===== config.mk =====
export PLATFORM = sky130hd
export DESIGN_NAME = id_stage
export DESIGN_NICKNAME = d
export VERILOG_FILES = /design/src/mips_pkg.sv /design/src/branch_unit.sv /design/src/id_ex_reg.sv /design/src/id_stage.sv /design/src/inst_decoder.sv /design/src/operand_fwd.sv /design/src/regfile.sv
export SDC_FILE = /design/constraint.sdc
export NUM_CORES = 2
export LEC_CHECK = 0
export CAP_MARGIN = 40
export CORE_MARGIN = 5
export CORE_UTILIZATION = 55
export DETAILED_ROUTE_END_ITERATION = 16
export DONT_BUFFER_PORTS = 1
export PLACE_DENSITY = 0.7
export SETUP_SLACK_MARGIN = 0.02
export SLEW_MARGIN = 10
export SYNTH_ARGS = -nofsm -noshare
export SYNTH_HDL_FRONTEND = slang
export SYNTH_SLANG_ARGS = --single-unit
export TNS_END_PERCENT = 10

===== constraint.sdc =====
create_clock -name clk -period 22.8 [get_ports clk]
set_input_delay 2.28 -clock clk [delete_from_list [all_inputs] [get_ports clk]]
set_output_delay 2.28 -clock clk [all_outputs]
set_load 0.1 [all_outputs]

===== src/mips_pkg.sv =====
////////////////////////////////////////////////////////////
// MIPS decode stage package
// widths, instruction encodings, ALU codes and stage structs
////////////////////////////////////////////////////////////
package mips_pkg;

	typedef logic [31:0] word_t;
	typedef logic [4:0]  reg_addr_t;
	typedef logic [5:0]  opcode_t;	// op and func fields
	typedef logic [25:0] index_t;	// jump index, low half is the branch offset

	localparam int        REG_NUM  = 32;
	localparam reg_addr_t LINK_REG = 5'd31;

	////////////////////////////////////////////////////////////
	// opcodes
	localparam opcode_t OP_SPECIAL = 6'b000000;
	localparam opcode_t OP_ORI     = 6'b001101;
	localparam opcode_t OP_ANDI    = 6'b001100;
	localparam opcode_t OP_XORI    = 6'b001110;
	localparam opcode_t OP_LUI     = 6'b001111;
	localparam opcode_t OP_SLTI    = 6'b001010;
	localparam opcode_t OP_SLTIU   = 6'b001011;
	localparam opcode_t OP_ADDI    = 6'b001000;
	localparam opcode_t OP_ADDIU   = 6'b001001;
	localparam opcode_t OP_J       = 6'b000010;
	localparam opcode_t OP_JAL     = 6'b000011;
	localparam opcode_t OP_BEQ     = 6'b000100;
	localparam opcode_t OP_BNE     = 6'b000101;
	localparam opcode_t OP_BGTZ    = 6'b000111;
	localparam opcode_t OP_BLEZ    = 6'b000110;
	localparam opcode_t OP_LW      = 6'b100011;
	localparam opcode_t OP_SW      = 6'b101011;

	////////////////////////////////////////////////////////////
	// SPECIAL function codes
	localparam opcode_t FN_OR   = 6'b100101;
	localparam opcode_t FN_AND  = 6'b100100;
	localparam opcode_t FN_XOR  = 6'b100110;
	localparam opcode_t FN_NOR  = 6'b100111;
	localparam opcode_t FN_SLLV = 6'b000100;
	localparam opcode_t FN_SRLV = 6'b000110;
	localparam opcode_t FN_SRAV = 6'b000111;
	localparam opcode_t FN_SLL  = 6'b000000;
	localparam opcode_t FN_SRL  = 6'b000010;
	localparam opcode_t FN_SRA  = 6'b000011;
	localparam opcode_t FN_SLT  = 6'b101010;
	localparam opcode_t FN_SLTU = 6'b101011;
	localparam opcode_t FN_ADD  = 6'b100000;
	localparam opcode_t FN_ADDU = 6'b100001;
	localparam opcode_t FN_SUB  = 6'b100010;
	localparam opcode_t FN_SUBU = 6'b100011;
	localparam opcode_t FN_JR   = 6'b001000;
	localparam opcode_t FN_JALR = 6'b001001;

	typedef enum logic [7:0] {
		ALU_NOP  = 8'b00000000, ALU_OR    = 8'b00100101, ALU_AND  = 8'b00100100,
		ALU_XOR  = 8'b00100110, ALU_NOR   = 8'b00100111, ALU_SLL  = 8'b01111100,
		ALU_SRL  = 8'b00000010, ALU_SRA   = 8'b00000011, ALU_SLT  = 8'b00101010,
		ALU_SLTU = 8'b00101011, ALU_ADD   = 8'b00100000, ALU_ADDU = 8'b00100001,
		ALU_ADDI = 8'b01010101, ALU_ADDIU = 8'b01010110, ALU_SUB  = 8'b00100010,
		ALU_SUBU = 8'b00100011, ALU_J     = 8'b01001111, ALU_JAL  = 8'b01010000,
		ALU_JR   = 8'b00001000, ALU_JALR  = 8'b00001001, ALU_BEQ  = 8'b01010001,
		ALU_BNE  = 8'b01010010, ALU_BGTZ  = 8'b01010100, ALU_BLEZ = 8'b01010011,
		ALU_LW   = 8'b11100011, ALU_SW    = 8'b11101011
	} aluop_e;

	typedef enum logic [2:0] {
		SEL_NOP = 3'b000, SEL_LOGIC = 3'b001, SEL_SHIFT = 3'b010,
		SEL_ARITHMETIC = 3'b100, SEL_JUMP_BRANCH = 3'b110, SEL_LOAD_STORE = 3'b111
	} alusel_e;

	typedef enum logic [2:0] {
		BR_NONE, BR_JUMP, BR_JUMP_REG, BR_EQ, BR_NE, BR_GTZ, BR_LEZ
	} br_kind_e;

	typedef struct packed {
		logic      wreg;
		reg_addr_t wd;
		word_t     wdata;
	} fwd_t;

	typedef struct packed {
		aluop_e    aluop;
		alusel_e   alusel;
		br_kind_e  br_kind;
		logic      wreg;
		reg_addr_t wd;
		logic      reg1_read;
		logic      reg2_read;
		reg_addr_t reg1_addr;
		reg_addr_t reg2_addr;
		word_t     imm;
		logic      link;		// link address is written
		index_t    instr_idx;
	} dec_t;

	typedef struct packed {
		logic      valid;
		aluop_e    aluop;
		alusel_e   alusel;
		word_t     reg1;
		word_t     reg2;
		reg_addr_t wd;
		logic      wreg;
		word_t     link_addr;
		logic      in_delayslot;
	} ex_req_t;

	typedef struct packed {
		logic  flag;
		word_t target;
	} branch_t;

endpackage


===== src/branch_unit.sv =====
////////////////////////////////////////////////////////////
// branch unit, resolves jumps and branches in decode
////////////////////////////////////////////////////////////
`timescale 1ns/1ps

module branch_unit import mips_pkg::*; (
	input  dec_t    dec_i,
	input  word_t   pc_i,
	input  word_t   reg1_i,
	input  word_t   reg2_i,
	input  logic    stall_i,
	output branch_t branch_o,
	output word_t   link_addr_o
);

	word_t pc_plus_4;
	word_t pc_plus_8;
	word_t br_offset;
	word_t target;
	logic  cond;

	assign pc_plus_4 = pc_i + 32'd4;
	assign pc_plus_8 = pc_i + 32'd8;
	assign br_offset = {{14{dec_i.instr_idx[15]}}, dec_i.instr_idx[15:0], 2'b00};

	always_comb begin
		cond   = 1'b0;
		target = '0;
		case (dec_i.br_kind)
			BR_JUMP: begin
				cond   = 1'b1;
				target = {pc_plus_4[31:28], dec_i.instr_idx, 2'b00};
			end
			BR_JUMP_REG: begin
				cond   = 1'b1;
				target = reg1_i;
			end
			BR_EQ:  cond = (reg1_i == reg2_i);
			BR_NE:  cond = (reg1_i != reg2_i);
			BR_GTZ: cond = ($signed(reg1_i) > 32'sd0);
			BR_LEZ: cond = ($signed(reg1_i) <= 32'sd0);
			default: ;
		endcase
		if (dec_i.br_kind inside {BR_EQ, BR_NE, BR_GTZ, BR_LEZ}) begin
			target = pc_plus_4 + br_offset;	// pc-relative
		end
	end

	assign branch_o.flag   = cond & ~stall_i;	// no redirect while held
	assign branch_o.target = target;
	assign link_addr_o     = dec_i.link ? pc_plus_8 : '0;

endmodule


===== src/id_ex_reg.sv =====
////////////////////////////////////////////////////////////
// decode-to-execute register, bubbles and delay-slot flag
////////////////////////////////////////////////////////////
`timescale 1ns/1ps

module id_ex_reg import mips_pkg::*; (
	input  logic    clk,
	input  logic    rst_i,
	input  logic    id_valid_i,
	input  logic    stall_i,
	input  dec_t    dec_i,
	input  word_t   reg1_i,
	input  word_t   reg2_i,
	input  word_t   link_addr_i,
	input  logic    taken_i,
	output ex_req_t ex_req_o
);

	logic accept;
	logic ds_q;		// next accepted instruction is a delay slot

	assign accept = id_valid_i & ~stall_i;

	always_ff @(posedge clk) begin
		if (rst_i) begin
			ds_q                  <= 1'b0;
			ex_req_o.valid        <= 1'b0;
			ex_req_o.aluop        <= ALU_NOP;
			ex_req_o.alusel       <= SEL_NOP;
			ex_req_o.wreg         <= 1'b0;
			ex_req_o.in_delayslot <= 1'b0;
		end else if (accept) begin
			ds_q                  <= taken_i;
			ex_req_o.valid        <= 1'b1;
			ex_req_o.aluop        <= dec_i.aluop;
			ex_req_o.alusel       <= dec_i.alusel;
			ex_req_o.wreg         <= dec_i.wreg;
			ex_req_o.in_delayslot <= ds_q;
			ex_req_o.reg1         <= reg1_i;
			ex_req_o.reg2         <= reg2_i;
			ex_req_o.wd           <= dec_i.wd;
			ex_req_o.link_addr    <= link_addr_i;
		end else begin
			ex_req_o.valid        <= 1'b0;	// bubble
			ex_req_o.aluop        <= ALU_NOP;
			ex_req_o.alusel       <= SEL_NOP;
			ex_req_o.wreg         <= 1'b0;
			ex_req_o.in_delayslot <= 1'b0;
		end
	end

endmodule


===== src/id_stage.sv =====
////////////////////////////////////////////////////////////
// MIPS decode stage top level
// decoder, operand forwarding, branch unit and ID/EX register
////////////////////////////////////////////////////////////
`timescale 1ns/1ps

module id_stage import mips_pkg::*; (
	input  logic    clk,
	input  logic    rst_i,
	input  word_t   pc_i,
	input  word_t   inst_i,
	input  logic    id_valid_i,
	input  fwd_t    ex_fwd_i,
	input  fwd_t    mem_fwd_i,
	input  logic    ex_is_load_i,
	input  fwd_t    wb_i,
	output ex_req_t ex_req_o,
	output branch_t branch_o,
	output logic    stall_o
);

	dec_t      dec;
	reg_addr_t raddr1;
	reg_addr_t raddr2;
	word_t     rdata1;
	word_t     rdata2;
	word_t     reg1;
	word_t     reg2;
	word_t     link_addr;

	regfile u_regfile (.clk(clk), .rst_i(rst_i), .wb_i(wb_i),
		.raddr1_i(raddr1), .raddr2_i(raddr2), .rdata1_o(rdata1), .rdata2_o(rdata2));

	inst_decoder u_decoder (.inst_i(inst_i), .dec_o(dec));

	operand_fwd u_operand_fwd (.dec_i(dec), .ex_fwd_i(ex_fwd_i), .mem_fwd_i(mem_fwd_i),
		.ex_is_load_i(ex_is_load_i), .rdata1_i(rdata1), .rdata2_i(rdata2),
		.raddr1_o(raddr1), .raddr2_o(raddr2), .reg1_o(reg1), .reg2_o(reg2),
		.stall_o(stall_o));

	branch_unit u_branch (.dec_i(dec), .pc_i(pc_i), .reg1_i(reg1), .reg2_i(reg2),
		.stall_i(stall_o), .branch_o(branch_o), .link_addr_o(link_addr));

	// taken flag marks the next accepted instruction
	id_ex_reg u_id_ex (.clk(clk), .rst_i(rst_i), .id_valid_i(id_valid_i),
		.stall_i(stall_o), .dec_i(dec), .reg1_i(reg1), .reg2_i(reg2),
		.link_addr_i(link_addr), .taken_i(branch_o.flag), .ex_req_o(ex_req_o));

endmodule


===== src/inst_decoder.sv =====
////////////////////////////////////////////////////////////
// instruction decoder
// opcode and function table into the decoded-control struct
////////////////////////////////////////////////////////////
`timescale 1ns/1ps

module inst_decoder import mips_pkg::*; (
	input  word_t inst_i,
	output dec_t  dec_o
);

	opcode_t     op;
	opcode_t     func;
	reg_addr_t   rs;
	reg_addr_t   rt;
	reg_addr_t   rd;
	logic [4:0]  sa;
	logic [15:0] imm16;
	logic        rr;		// register-register form

	assign op    = inst_i[31:26];
	assign rs    = inst_i[25:21];
	assign rt    = inst_i[20:16];
	assign rd    = inst_i[15:11];
	assign sa    = inst_i[10:6];
	assign func  = inst_i[5:0];
	assign imm16 = inst_i[15:0];

	always_comb begin
		dec_o           = '0;
		dec_o.aluop     = ALU_NOP;
		dec_o.alusel    = SEL_NOP;
		dec_o.br_kind   = BR_NONE;
		dec_o.wd        = rd;
		dec_o.reg1_addr = rs;
		dec_o.reg2_addr = rt;
		dec_o.instr_idx = inst_i[25:0];
		rr              = 1'b0;

		case (op)
			OP_SPECIAL: begin
				if ((rs == '0) && (func inside {FN_SLL, FN_SRL, FN_SRA})) begin
					dec_o.alusel    = SEL_SHIFT;
					dec_o.wreg      = 1'b1;
					dec_o.reg2_read = 1'b1;
					dec_o.imm       = {27'd0, sa};	// shift amount as operand 1
					case (func)
						FN_SLL:  dec_o.aluop = ALU_SLL;
						FN_SRL:  dec_o.aluop = ALU_SRL;
						default: dec_o.aluop = ALU_SRA;
					endcase
				end else if (sa == '0) begin
					rr = 1'b1;
					case (func)
						FN_OR:   begin dec_o.aluop = ALU_OR;   dec_o.alusel = SEL_LOGIC; end
						FN_AND:  begin dec_o.aluop = ALU_AND;  dec_o.alusel = SEL_LOGIC; end
						FN_XOR:  begin dec_o.aluop = ALU_XOR;  dec_o.alusel = SEL_LOGIC; end
						FN_NOR:  begin dec_o.aluop = ALU_NOR;  dec_o.alusel = SEL_LOGIC; end
						FN_SLLV: begin dec_o.aluop = ALU_SLL;  dec_o.alusel = SEL_SHIFT; end
						FN_SRLV: begin dec_o.aluop = ALU_SRL;  dec_o.alusel = SEL_SHIFT; end
						FN_SRAV: begin dec_o.aluop = ALU_SRA;  dec_o.alusel = SEL_SHIFT; end
						FN_SLT:  begin dec_o.aluop = ALU_SLT;  dec_o.alusel = SEL_ARITHMETIC; end
						FN_SLTU: begin dec_o.aluop = ALU_SLTU; dec_o.alusel = SEL_ARITHMETIC; end
						FN_ADD:  begin dec_o.aluop = ALU_ADD;  dec_o.alusel = SEL_ARITHMETIC; end
						FN_ADDU: begin dec_o.aluop = ALU_ADDU; dec_o.alusel = SEL_ARITHMETIC; end
						FN_SUB:  begin dec_o.aluop = ALU_SUB;  dec_o.alusel = SEL_ARITHMETIC; end
						FN_SUBU: begin dec_o.aluop = ALU_SUBU; dec_o.alusel = SEL_ARITHMETIC; end
						FN_JR: begin
							rr              = 1'b0;
							dec_o.aluop     = ALU_JR;
							dec_o.alusel    = SEL_JUMP_BRANCH;
							dec_o.br_kind   = BR_JUMP_REG;
							dec_o.reg1_read = 1'b1;
						end
						FN_JALR: begin
							rr              = 1'b0;
							dec_o.aluop     = ALU_JALR;
							dec_o.alusel    = SEL_JUMP_BRANCH;
							dec_o.br_kind   = BR_JUMP_REG;
							dec_o.reg1_read = 1'b1;
							dec_o.wreg      = 1'b1;	// link into rd
							dec_o.link      = 1'b1;
						end
						default: rr = 1'b0;
					endcase
					if (rr) begin
						dec_o.wreg      = 1'b1;
						dec_o.reg1_read = 1'b1;
						dec_o.reg2_read = 1'b1;
					end
				end
			end

			OP_ORI, OP_ANDI, OP_XORI, OP_LUI: begin
				dec_o.alusel    = SEL_LOGIC;
				dec_o.wreg      = 1'b1;
				dec_o.wd        = rt;
				dec_o.reg1_read = 1'b1;
				dec_o.imm       = (op == OP_LUI) ? {imm16, 16'h0} : {16'h0, imm16};
				case (op)
					OP_ANDI: dec_o.aluop = ALU_AND;
					OP_XORI: dec_o.aluop = ALU_XOR;
					default: dec_o.aluop = ALU_OR;	// ori, lui
				endcase
			end

			OP_SLTI, OP_SLTIU, OP_ADDI, OP_ADDIU: begin
				dec_o.alusel    = SEL_ARITHMETIC;
				dec_o.wreg      = 1'b1;
				dec_o.wd        = rt;
				dec_o.reg1_read = 1'b1;
				dec_o.imm       = {{16{imm16[15]}}, imm16};
				case (op)
					OP_SLTI:  dec_o.aluop = ALU_SLT;
					OP_SLTIU: dec_o.aluop = ALU_SLTU;
					OP_ADDI:  dec_o.aluop = ALU_ADDI;
					default:  dec_o.aluop = ALU_ADDIU;
				endcase
			end

			OP_J, OP_JAL: begin
				dec_o.alusel  = SEL_JUMP_BRANCH;
				dec_o.br_kind = BR_JUMP;
				dec_o.aluop   = (op == OP_JAL) ? ALU_JAL : ALU_J;
				dec_o.wreg    = (op == OP_JAL);
				dec_o.link    = (op == OP_JAL);
				dec_o.wd      = LINK_REG;
			end

			OP_BEQ, OP_BNE: begin
				dec_o.alusel    = SEL_JUMP_BRANCH;
				dec_o.aluop     = (op == OP_BEQ) ? ALU_BEQ : ALU_BNE;
				dec_o.br_kind   = (op == OP_BEQ) ? BR_EQ : BR_NE;
				dec_o.reg1_read = 1'b1;
				dec_o.reg2_read = 1'b1;
			end

			OP_BGTZ, OP_BLEZ: begin
				dec_o.alusel    = SEL_JUMP_BRANCH;
				dec_o.aluop     = (op == OP_BGTZ) ? ALU_BGTZ : ALU_BLEZ;
				dec_o.br_kind   = (op == OP_BGTZ) ? BR_GTZ : BR_LEZ;
				dec_o.reg1_read = 1'b1;
			end

			OP_LW: begin
				dec_o.aluop     = ALU_LW;
				dec_o.alusel    = SEL_LOAD_STORE;
				dec_o.wreg      = 1'b1;
				dec_o.wd        = rt;
				dec_o.reg1_read = 1'b1;
			end

			OP_SW: begin
				dec_o.aluop     = ALU_SW;
				dec_o.alusel    = SEL_LOAD_STORE;
				dec_o.reg1_read = 1'b1;
				dec_o.reg2_read = 1'b1;	// store data
			end

			default: ;	// undecoded, stays a NOP
		endcase
	end

endmodule


===== src/operand_fwd.sv =====
////////////////////////////////////////////////////////////
// operand selection with EX/MEM forwarding
// immediate substitution and load-use stall detection
////////////////////////////////////////////////////////////
`timescale 1ns/1ps

module operand_fwd import mips_pkg::*; (
	input  dec_t      dec_i,
	input  fwd_t      ex_fwd_i,
	input  fwd_t      mem_fwd_i,
	input  logic      ex_is_load_i,
	input  word_t     rdata1_i,
	input  word_t     rdata2_i,
	output reg_addr_t raddr1_o,
	output reg_addr_t raddr2_o,
	output word_t     reg1_o,
	output word_t     reg2_o,
	output logic      stall_o
);

	logic stall1;
	logic stall2;

	// one operand, priority load-use > EX > MEM > regfile > imm
	function automatic word_t sel_operand(input logic rd_en, input reg_addr_t addr,
		input word_t rdata, output logic hazard);
		word_t res;
		hazard = 1'b0;
		if (rd_en && ex_is_load_i && (ex_fwd_i.wd == addr)) begin
			hazard = 1'b1;
			res    = '0;
		end else if (rd_en && ex_fwd_i.wreg && (ex_fwd_i.wd == addr)) begin
			res = ex_fwd_i.wdata;
		end else if (rd_en && mem_fwd_i.wreg && (mem_fwd_i.wd == addr)) begin
			res = mem_fwd_i.wdata;
		end else if (rd_en) begin
			res = rdata;
		end else begin
			res = dec_i.imm;
		end
		return res;
	endfunction

	assign raddr1_o = dec_i.reg1_addr;
	assign raddr2_o = dec_i.reg2_addr;

	always_comb begin
		reg1_o = sel_operand(dec_i.reg1_read, dec_i.reg1_addr, rdata1_i, stall1);
		reg2_o = sel_operand(dec_i.reg2_read, dec_i.reg2_addr, rdata2_i, stall2);
	end

	assign stall_o = stall1 | stall2;

endmodule


===== src/regfile.sv =====
////////////////////////////////////////////////////////////
// register file, 32 x 32, two reads and one write
// register 0 reads zero, writes bypass to same-cycle reads
////////////////////////////////////////////////////////////
`timescale 1ns/1ps

module regfile import mips_pkg::*; (
	input  logic      clk,
	input  logic      rst_i,
	input  fwd_t      wb_i,
	input  reg_addr_t raddr1_i,
	input  reg_addr_t raddr2_i,
	output word_t     rdata1_o,
	output word_t     rdata2_o
);

	word_t regs [REG_NUM];

	always_ff @(posedge clk) begin
		if (rst_i) begin
			for (int i = 0; i < REG_NUM; i++) begin
				regs[i] <= '0;
			end
		end else if (wb_i.wreg && (wb_i.wd != '0)) begin
			regs[wb_i.wd] <= wb_i.wdata;
		end
	end

	function automatic word_t read_port(input reg_addr_t addr);
		word_t res;
		if (addr == '0) begin
			res = '0;
		end else if (wb_i.wreg && (wb_i.wd == addr)) begin
			res = wb_i.wdata;	// write-through
		end else begin
			res = regs[addr];
		end
		return res;
	endfunction

	always_comb begin
		rdata1_o = read_port(raddr1_i);
		rdata2_o = read_port(raddr2_i);
	end

endmodule


* Word level (Yosys, flattened, before mapping)
Memories as Yosys holds them, arrays and structs flattened. Cells that the tools add are included.
Word-level totals: flip-flop bits (word level) 116, memory bits (writable) 1024, input bits 182, output and inout port bits 149, logic and storage cells 170, memories 1
Operators by class: $add $sub $neg 3, magnitude comparators 2, eq/ne operators 47, multiplexer cells 63, bitwise logic cells 6, reduce and logical (&&, ||, !) cells 38
Memory list:
- u_regfile.regs | words 32, width 32, read ports 2, clocked after memory_dff 0, wr ports 32, line regfile.sv:17 | word_t regs [REG_NUM];
Operators with widths (count):
- $mux W32 | 15
- $pmux W10 S15 | 1
- $pmux W32 S3 | 1
- $pmux W11 S8 | 1
- $eq A6 B6 Y1 const B | 12
- $pmux W32 S2 | 1
- $eq A6 B4 Y1 const B | 10
- $eq A6 B3 Y1 const B | 7
- $add A32 B3 Y32 const B | 1
- $add A32 B32 Y32 | 1
- $add A32 B4 Y32 const B | 1
- $eq A32 B32 Y1 | 1
- $gt A32 B1 Y1 const B | 1
- $le A32 B1 Y1 const B | 1
- $ne A32 B32 Y1 | 1
- $reduce_or A32 Y1 | 1
- $eq A5 B5 Y1 | 6
- $eq A6 B2 Y1 const B | 4
- $pmux W7 S3 | 1
- $mux W1 | 20
- $logic_and A1 B1 Y1 | 16
- $logic_not A5 Y1 | 3
- $mux W15 | 1
- $mux W5 | 3
- 28 further kinds | 49

* Depth between registers and ports, before layout
depth after elaboration 18, gate-level depth with buffers 21

* Hierarchy
From an unflattened synthesis, not the netlist that was laid out.
Second synthesis, totals: cell total of the unflattened synthesis 5250, area total of the unflattened synthesis 67100.6 um2
By module, submodules not included:
- regfile | times used 1, cells each 3883, area each 55393.1 um2
- branch_unit | times used 1, cells each 590, area each 4073.9 um2
- id_ex_reg | times used 1, cells each 136, area each 3499.6 um2
- operand_fwd | times used 1, cells each 417, area each 2748.9 um2
- inst_decoder | times used 1, cells each 224, area each 1385.1 um2

* Worst setup path after synthesis
No wires, ideal clock.
path kind in2reg, start input port inst_i[24], end register, netlist name u_id_ex.ex_req_o[106], setup time 0.103 ns, arrival 10.216 ns, required time 22.697 ns, slack 12.480 ns, cell stages on the path 15, path buffers 5, cells stage by stage clkbuf_1 > or2_2 > buf_2 > or3_1 > clkbuf_1 > nor3_1 > nor3_1 > nor2_1 > buf_2 > buf_2 > o21ai_0 > nand2_1 > nor2_1 > o21ai_1 > a21oi_1
Between the ends: longest elaborated chain between the ends 12, elaborated cells on any way between the ends 20, those cells by class 1 x eq/ne; 8 x mux; 4 x bitwise; 7 x reduce/logical
RTL lines:
- start, declared | line id_stage.sv:11 | input word_t inst_i,
- $logic_not A5 Y1 | line inst_decoder.sv:42 | if ((rs == '0) && (func inside {FN_SLL, FN_SRL, FN_SRA})) begin
- $logic_and A1 B1 Y1 | line inst_decoder.sv:42
- $mux W1 | line inst_decoder.sv:42
- $pmux W1 S2 | line inst_decoder.sv:40 | case (op)
- $logic_and A1 B1 Y1 (2 in a row) | line operand_fwd.sv:29 | if (rd_en && ex_is_load_i && (ex_fwd_i.wd == addr)) begin
- $mux W1 | line operand_fwd.sv:29
- $or A1 B1 Y1 | line operand_fwd.sv:52 | assign stall_o = stall1 | stall2;
- $not A1 Y1 | line id_ex_reg.sv:22 | assign accept = id_valid_i & ~stall_i;
- $and A1 B1 Y1 | line id_ex_reg.sv:22
- $not A1 Y1 (no source line)
- $reduce_or A2 Y1 (no source line)
Several ways; a longest one is shown, not always the timed one. A chain may end at the register's enable or synchronous reset.

==> results.cfg <==
[run_status]
status = complete, but fails checks
violations = slew limit

[die]
die_area_um2 = 125000
die_x_um = 354
coreArea_um2 = 118000
ios = 331
start_util_pct = 55.3
dieHeight_um = 354
rows = 126

[global_route]
antenna_found_initial = 34
grt_pass1_vias = 46842
grt_pass1_wl_um = 371000
gr-usage-all-layers_pct = 42.2
grt_max_degree = 307
gr-total-overflow = 0

[yosys]
syn_inst = 4987
yosysSeqAreaShare_pct = 52.4
synth_edf_count = 1125
netlist_area_um2 = 65100
yosys_warnings = 0
ys_types = 93
async_flop_share_pct = 0
synth_ff_type = edfxtp_1
syn_area_per_cell_um2 = 13.1
ys_seq_elements = 1140

[placed_design]
port_buffers = 0
place_ws_ns = 12.93
hpwl_um = 166000
place.gp.congestion = 0.999

[sta]
finalHoldViolations = 0
layout_setup_ws_ns = 12.57
finalSetupTns_ns = 0
min_period_over_period_pct = 44.9
relSlewSlack_pct = -9.90
hold_slack_ns = 0.499
worstMarginPinSlew_ns = 1.65
finalMaxSlewViolations = 62
fin_crit_ns = 10.23
fmax_mhz = 97.7
setup_viol = 0
rsz0062_at_grt = no
fin_worst_skew_ns = 0.0421

[route]
drc = 0
wl_met2_um = 115000
via_per_inst = 7.49
routed.top_layer = met5
drt-initial-drc-count = 9312
wire_per_inst_um = 41.4
final_antenna_net_count = 0
dr.pass1.iters = 8
postRouteWirelength_um = 272000
num_vias = 49220
wl_met3_um = 46800
wl_met1_um = 90300

[power]
power_density_nw_per_um2 = 70.1
leakage_nw = 25.9
vdd_drop_max_v = 0.0000643
p_total_w = 0.00516

[clock_tree]
root_buffer = clkbuf_16
clock_sinks = 1140
postCtsHoldBufs = 0
cts.repair.resized = 0
cts-buffers-inserted = 121
cts.path.max_buffers = 3
tritoncts = built
path_clk_slew_ns = 0.06
cts-htree-levels = 3
insertion_delay_ns = 0.75
cts_setup_buffers = 0

[cells_and_area]
register_area_um2 = 34100
utilization_pct = 62.5
multi_input_area_um2 = 29300
areaGrowthSynthToFinish_pct = 13.1
fillerInstances = 8652
drive_gt1_share_pct = 19.9
nNetsFinal = 5128

[min_path]
min_delay_worst_endpoint = u_id_ex.ex_req_o[0]$_SDFF_PN0_
worstHoldPathCells = 1
hp-class = reg -> reg
min-delay-start = u_id_ex.ds_q$_SDFFE_PP0P_

[worst_setup_path]
worst-r2r-cell-count = 11
crit_fanout = 90
startpoint_type = input port
r2r-end = u_id_ex.ds_q$_SDFFE_PP0P_
worstSetupPathType = in -> out
crit_path_end_kind = output pin
r2r_slack_ns = 18.52
setup.worst_path.start = inst_i[22]
worstPathArrival_ns = 7.95
required_ns = 20.52
r2r_start = u_regfile.regs[26][21]$_SDFFCE_PN0P_

[run]
drv_cap = 0
cells in the final DEF, fill, tap and decap left out, drive strengths merged, types with 28 or more instances in the layout:
master  instances
xnor2          91
nand3          63
xor2           47
a21oi         160
o221ai         46
nand4          58
nor2          174
nor3           55
and2          982
mux4          413
nand2         175
o21ai          71
mux2           41
inv            60
a21o           54
a22oi         160
a221oi         31
clkbuf        160
nor2b          33
conb           32
or2            39
clkinv         55
ha             31
a32oi          40
buf           254
o211ai         28
edfxtp       1125
mux2i         216
synth_stat cells (all sizes together) (14+ instances only):
master      n  area (um2)
nor2b      33         206
a2bb2oi    15         131
o221ai     46         403
nor4       16         121
o21ai      71         355
nand2b     23         144
nor2      174         656
clkbuf    346        1300
nor3       55         292
a32oi      40         350
dfxtp      15         300
and2      982        6140
a221oi     31         272
and3       17         106
or3        14        87.6
a22oi     160        1200
mux2i     216        2160
nand4      58         363
mux4      413        9300
xor2       47         412
nand3      63         315
o211ai     28         215
or2        39         246
nand2     175         657
a21o       54         405
buf       144         739
ha         31         388
a21oi     160         801
a211oi     20         163
edfxtp   1125       33800
mux2       41         462
o22ai      23         144
inv        58         218
xnor2      91         797
o21bai     27         203
through the flow:
step / instances / cell area (um2)
floorplan: 5018 / 65200
detailed placement: 6311 / 69400
CTS: 6534 / 73200
global route: 6561 / 73600
global placement: 6187 / 66400
finish: 6568 / 73600
registers in the layout, summed over array words and instances (netlist names):
signal / flops
u_regfile.regs: 1024
u_id_ex.ex_req_o: 115
u_id_ex.ds_q: 1
layout make-up:
cell class	instances	area share, %
clock buffers	152	4.30
diodes	18	0.0612
multi-input cells	3329	39.8
repair buffers	263	5.70
inverters	59	0.301
well taps	1536	2.61
clock inverters	71	0.930
flip-flops and latches	1140	46.3
report_power, final:
part	total (W)	internal (W)	switching, W
sequential	0.00250	0.00242	0.0000795
combinational	0.000685	0.000280	0.000405
clock	0.00198	0.00111	0.000864
kinds of logic after synthesis:
family | count (synthesis) | share of synthesized area (%)
AND/OR/NAND/NOR | 1687 | 14.8
flip-flops | 1140 | 52.4
AO/OA/AOI/OAI | 770 | 8.50
multiplexers | 670 | 18.3
buffers and inverters | 549 | 3.47
XOR/XNOR | 138 | 1.86
adder cells (fa/ha/maj) | 32 | 0.627
other | 1 | 0.00576
worst max-delay path, stage by stage:
cell      delay (ns)
or2_1           0.51
or3_1           0.78
o211ai_2        0.28
o21ai_4         0.18
buf_4           0.67
o211ai_1        0.26
a32oi_1         0.76
xor2_1          0.15
nor4_1          0.79
and4b_1         0.32
a31oi_1         0.15
o221ai_2        0.31
buf_4           0.35
worst max-delay path by stage:
stage / end / depth (start not counted)
after floorplan: u_id_ex.ex_req_o[106]$_SDFF_PN0_ / 15
after global placement: branch_o[32] / 13
after detailed placement: branch_o[32] / 13
after CTS: branch_o[32] / 13
after global routing: branch_o[32] / 13
final: branch_o[32] / 13
per-layer routing:
metal	vias to the layer above	GRT usage, %
met4	10	24.8
li1	18915	-
met3	1015	18.2
met1	24421	53.8
met2	4859	60.4
met5	-	0
Note: power is estimated with default switching activity, not from simulation.
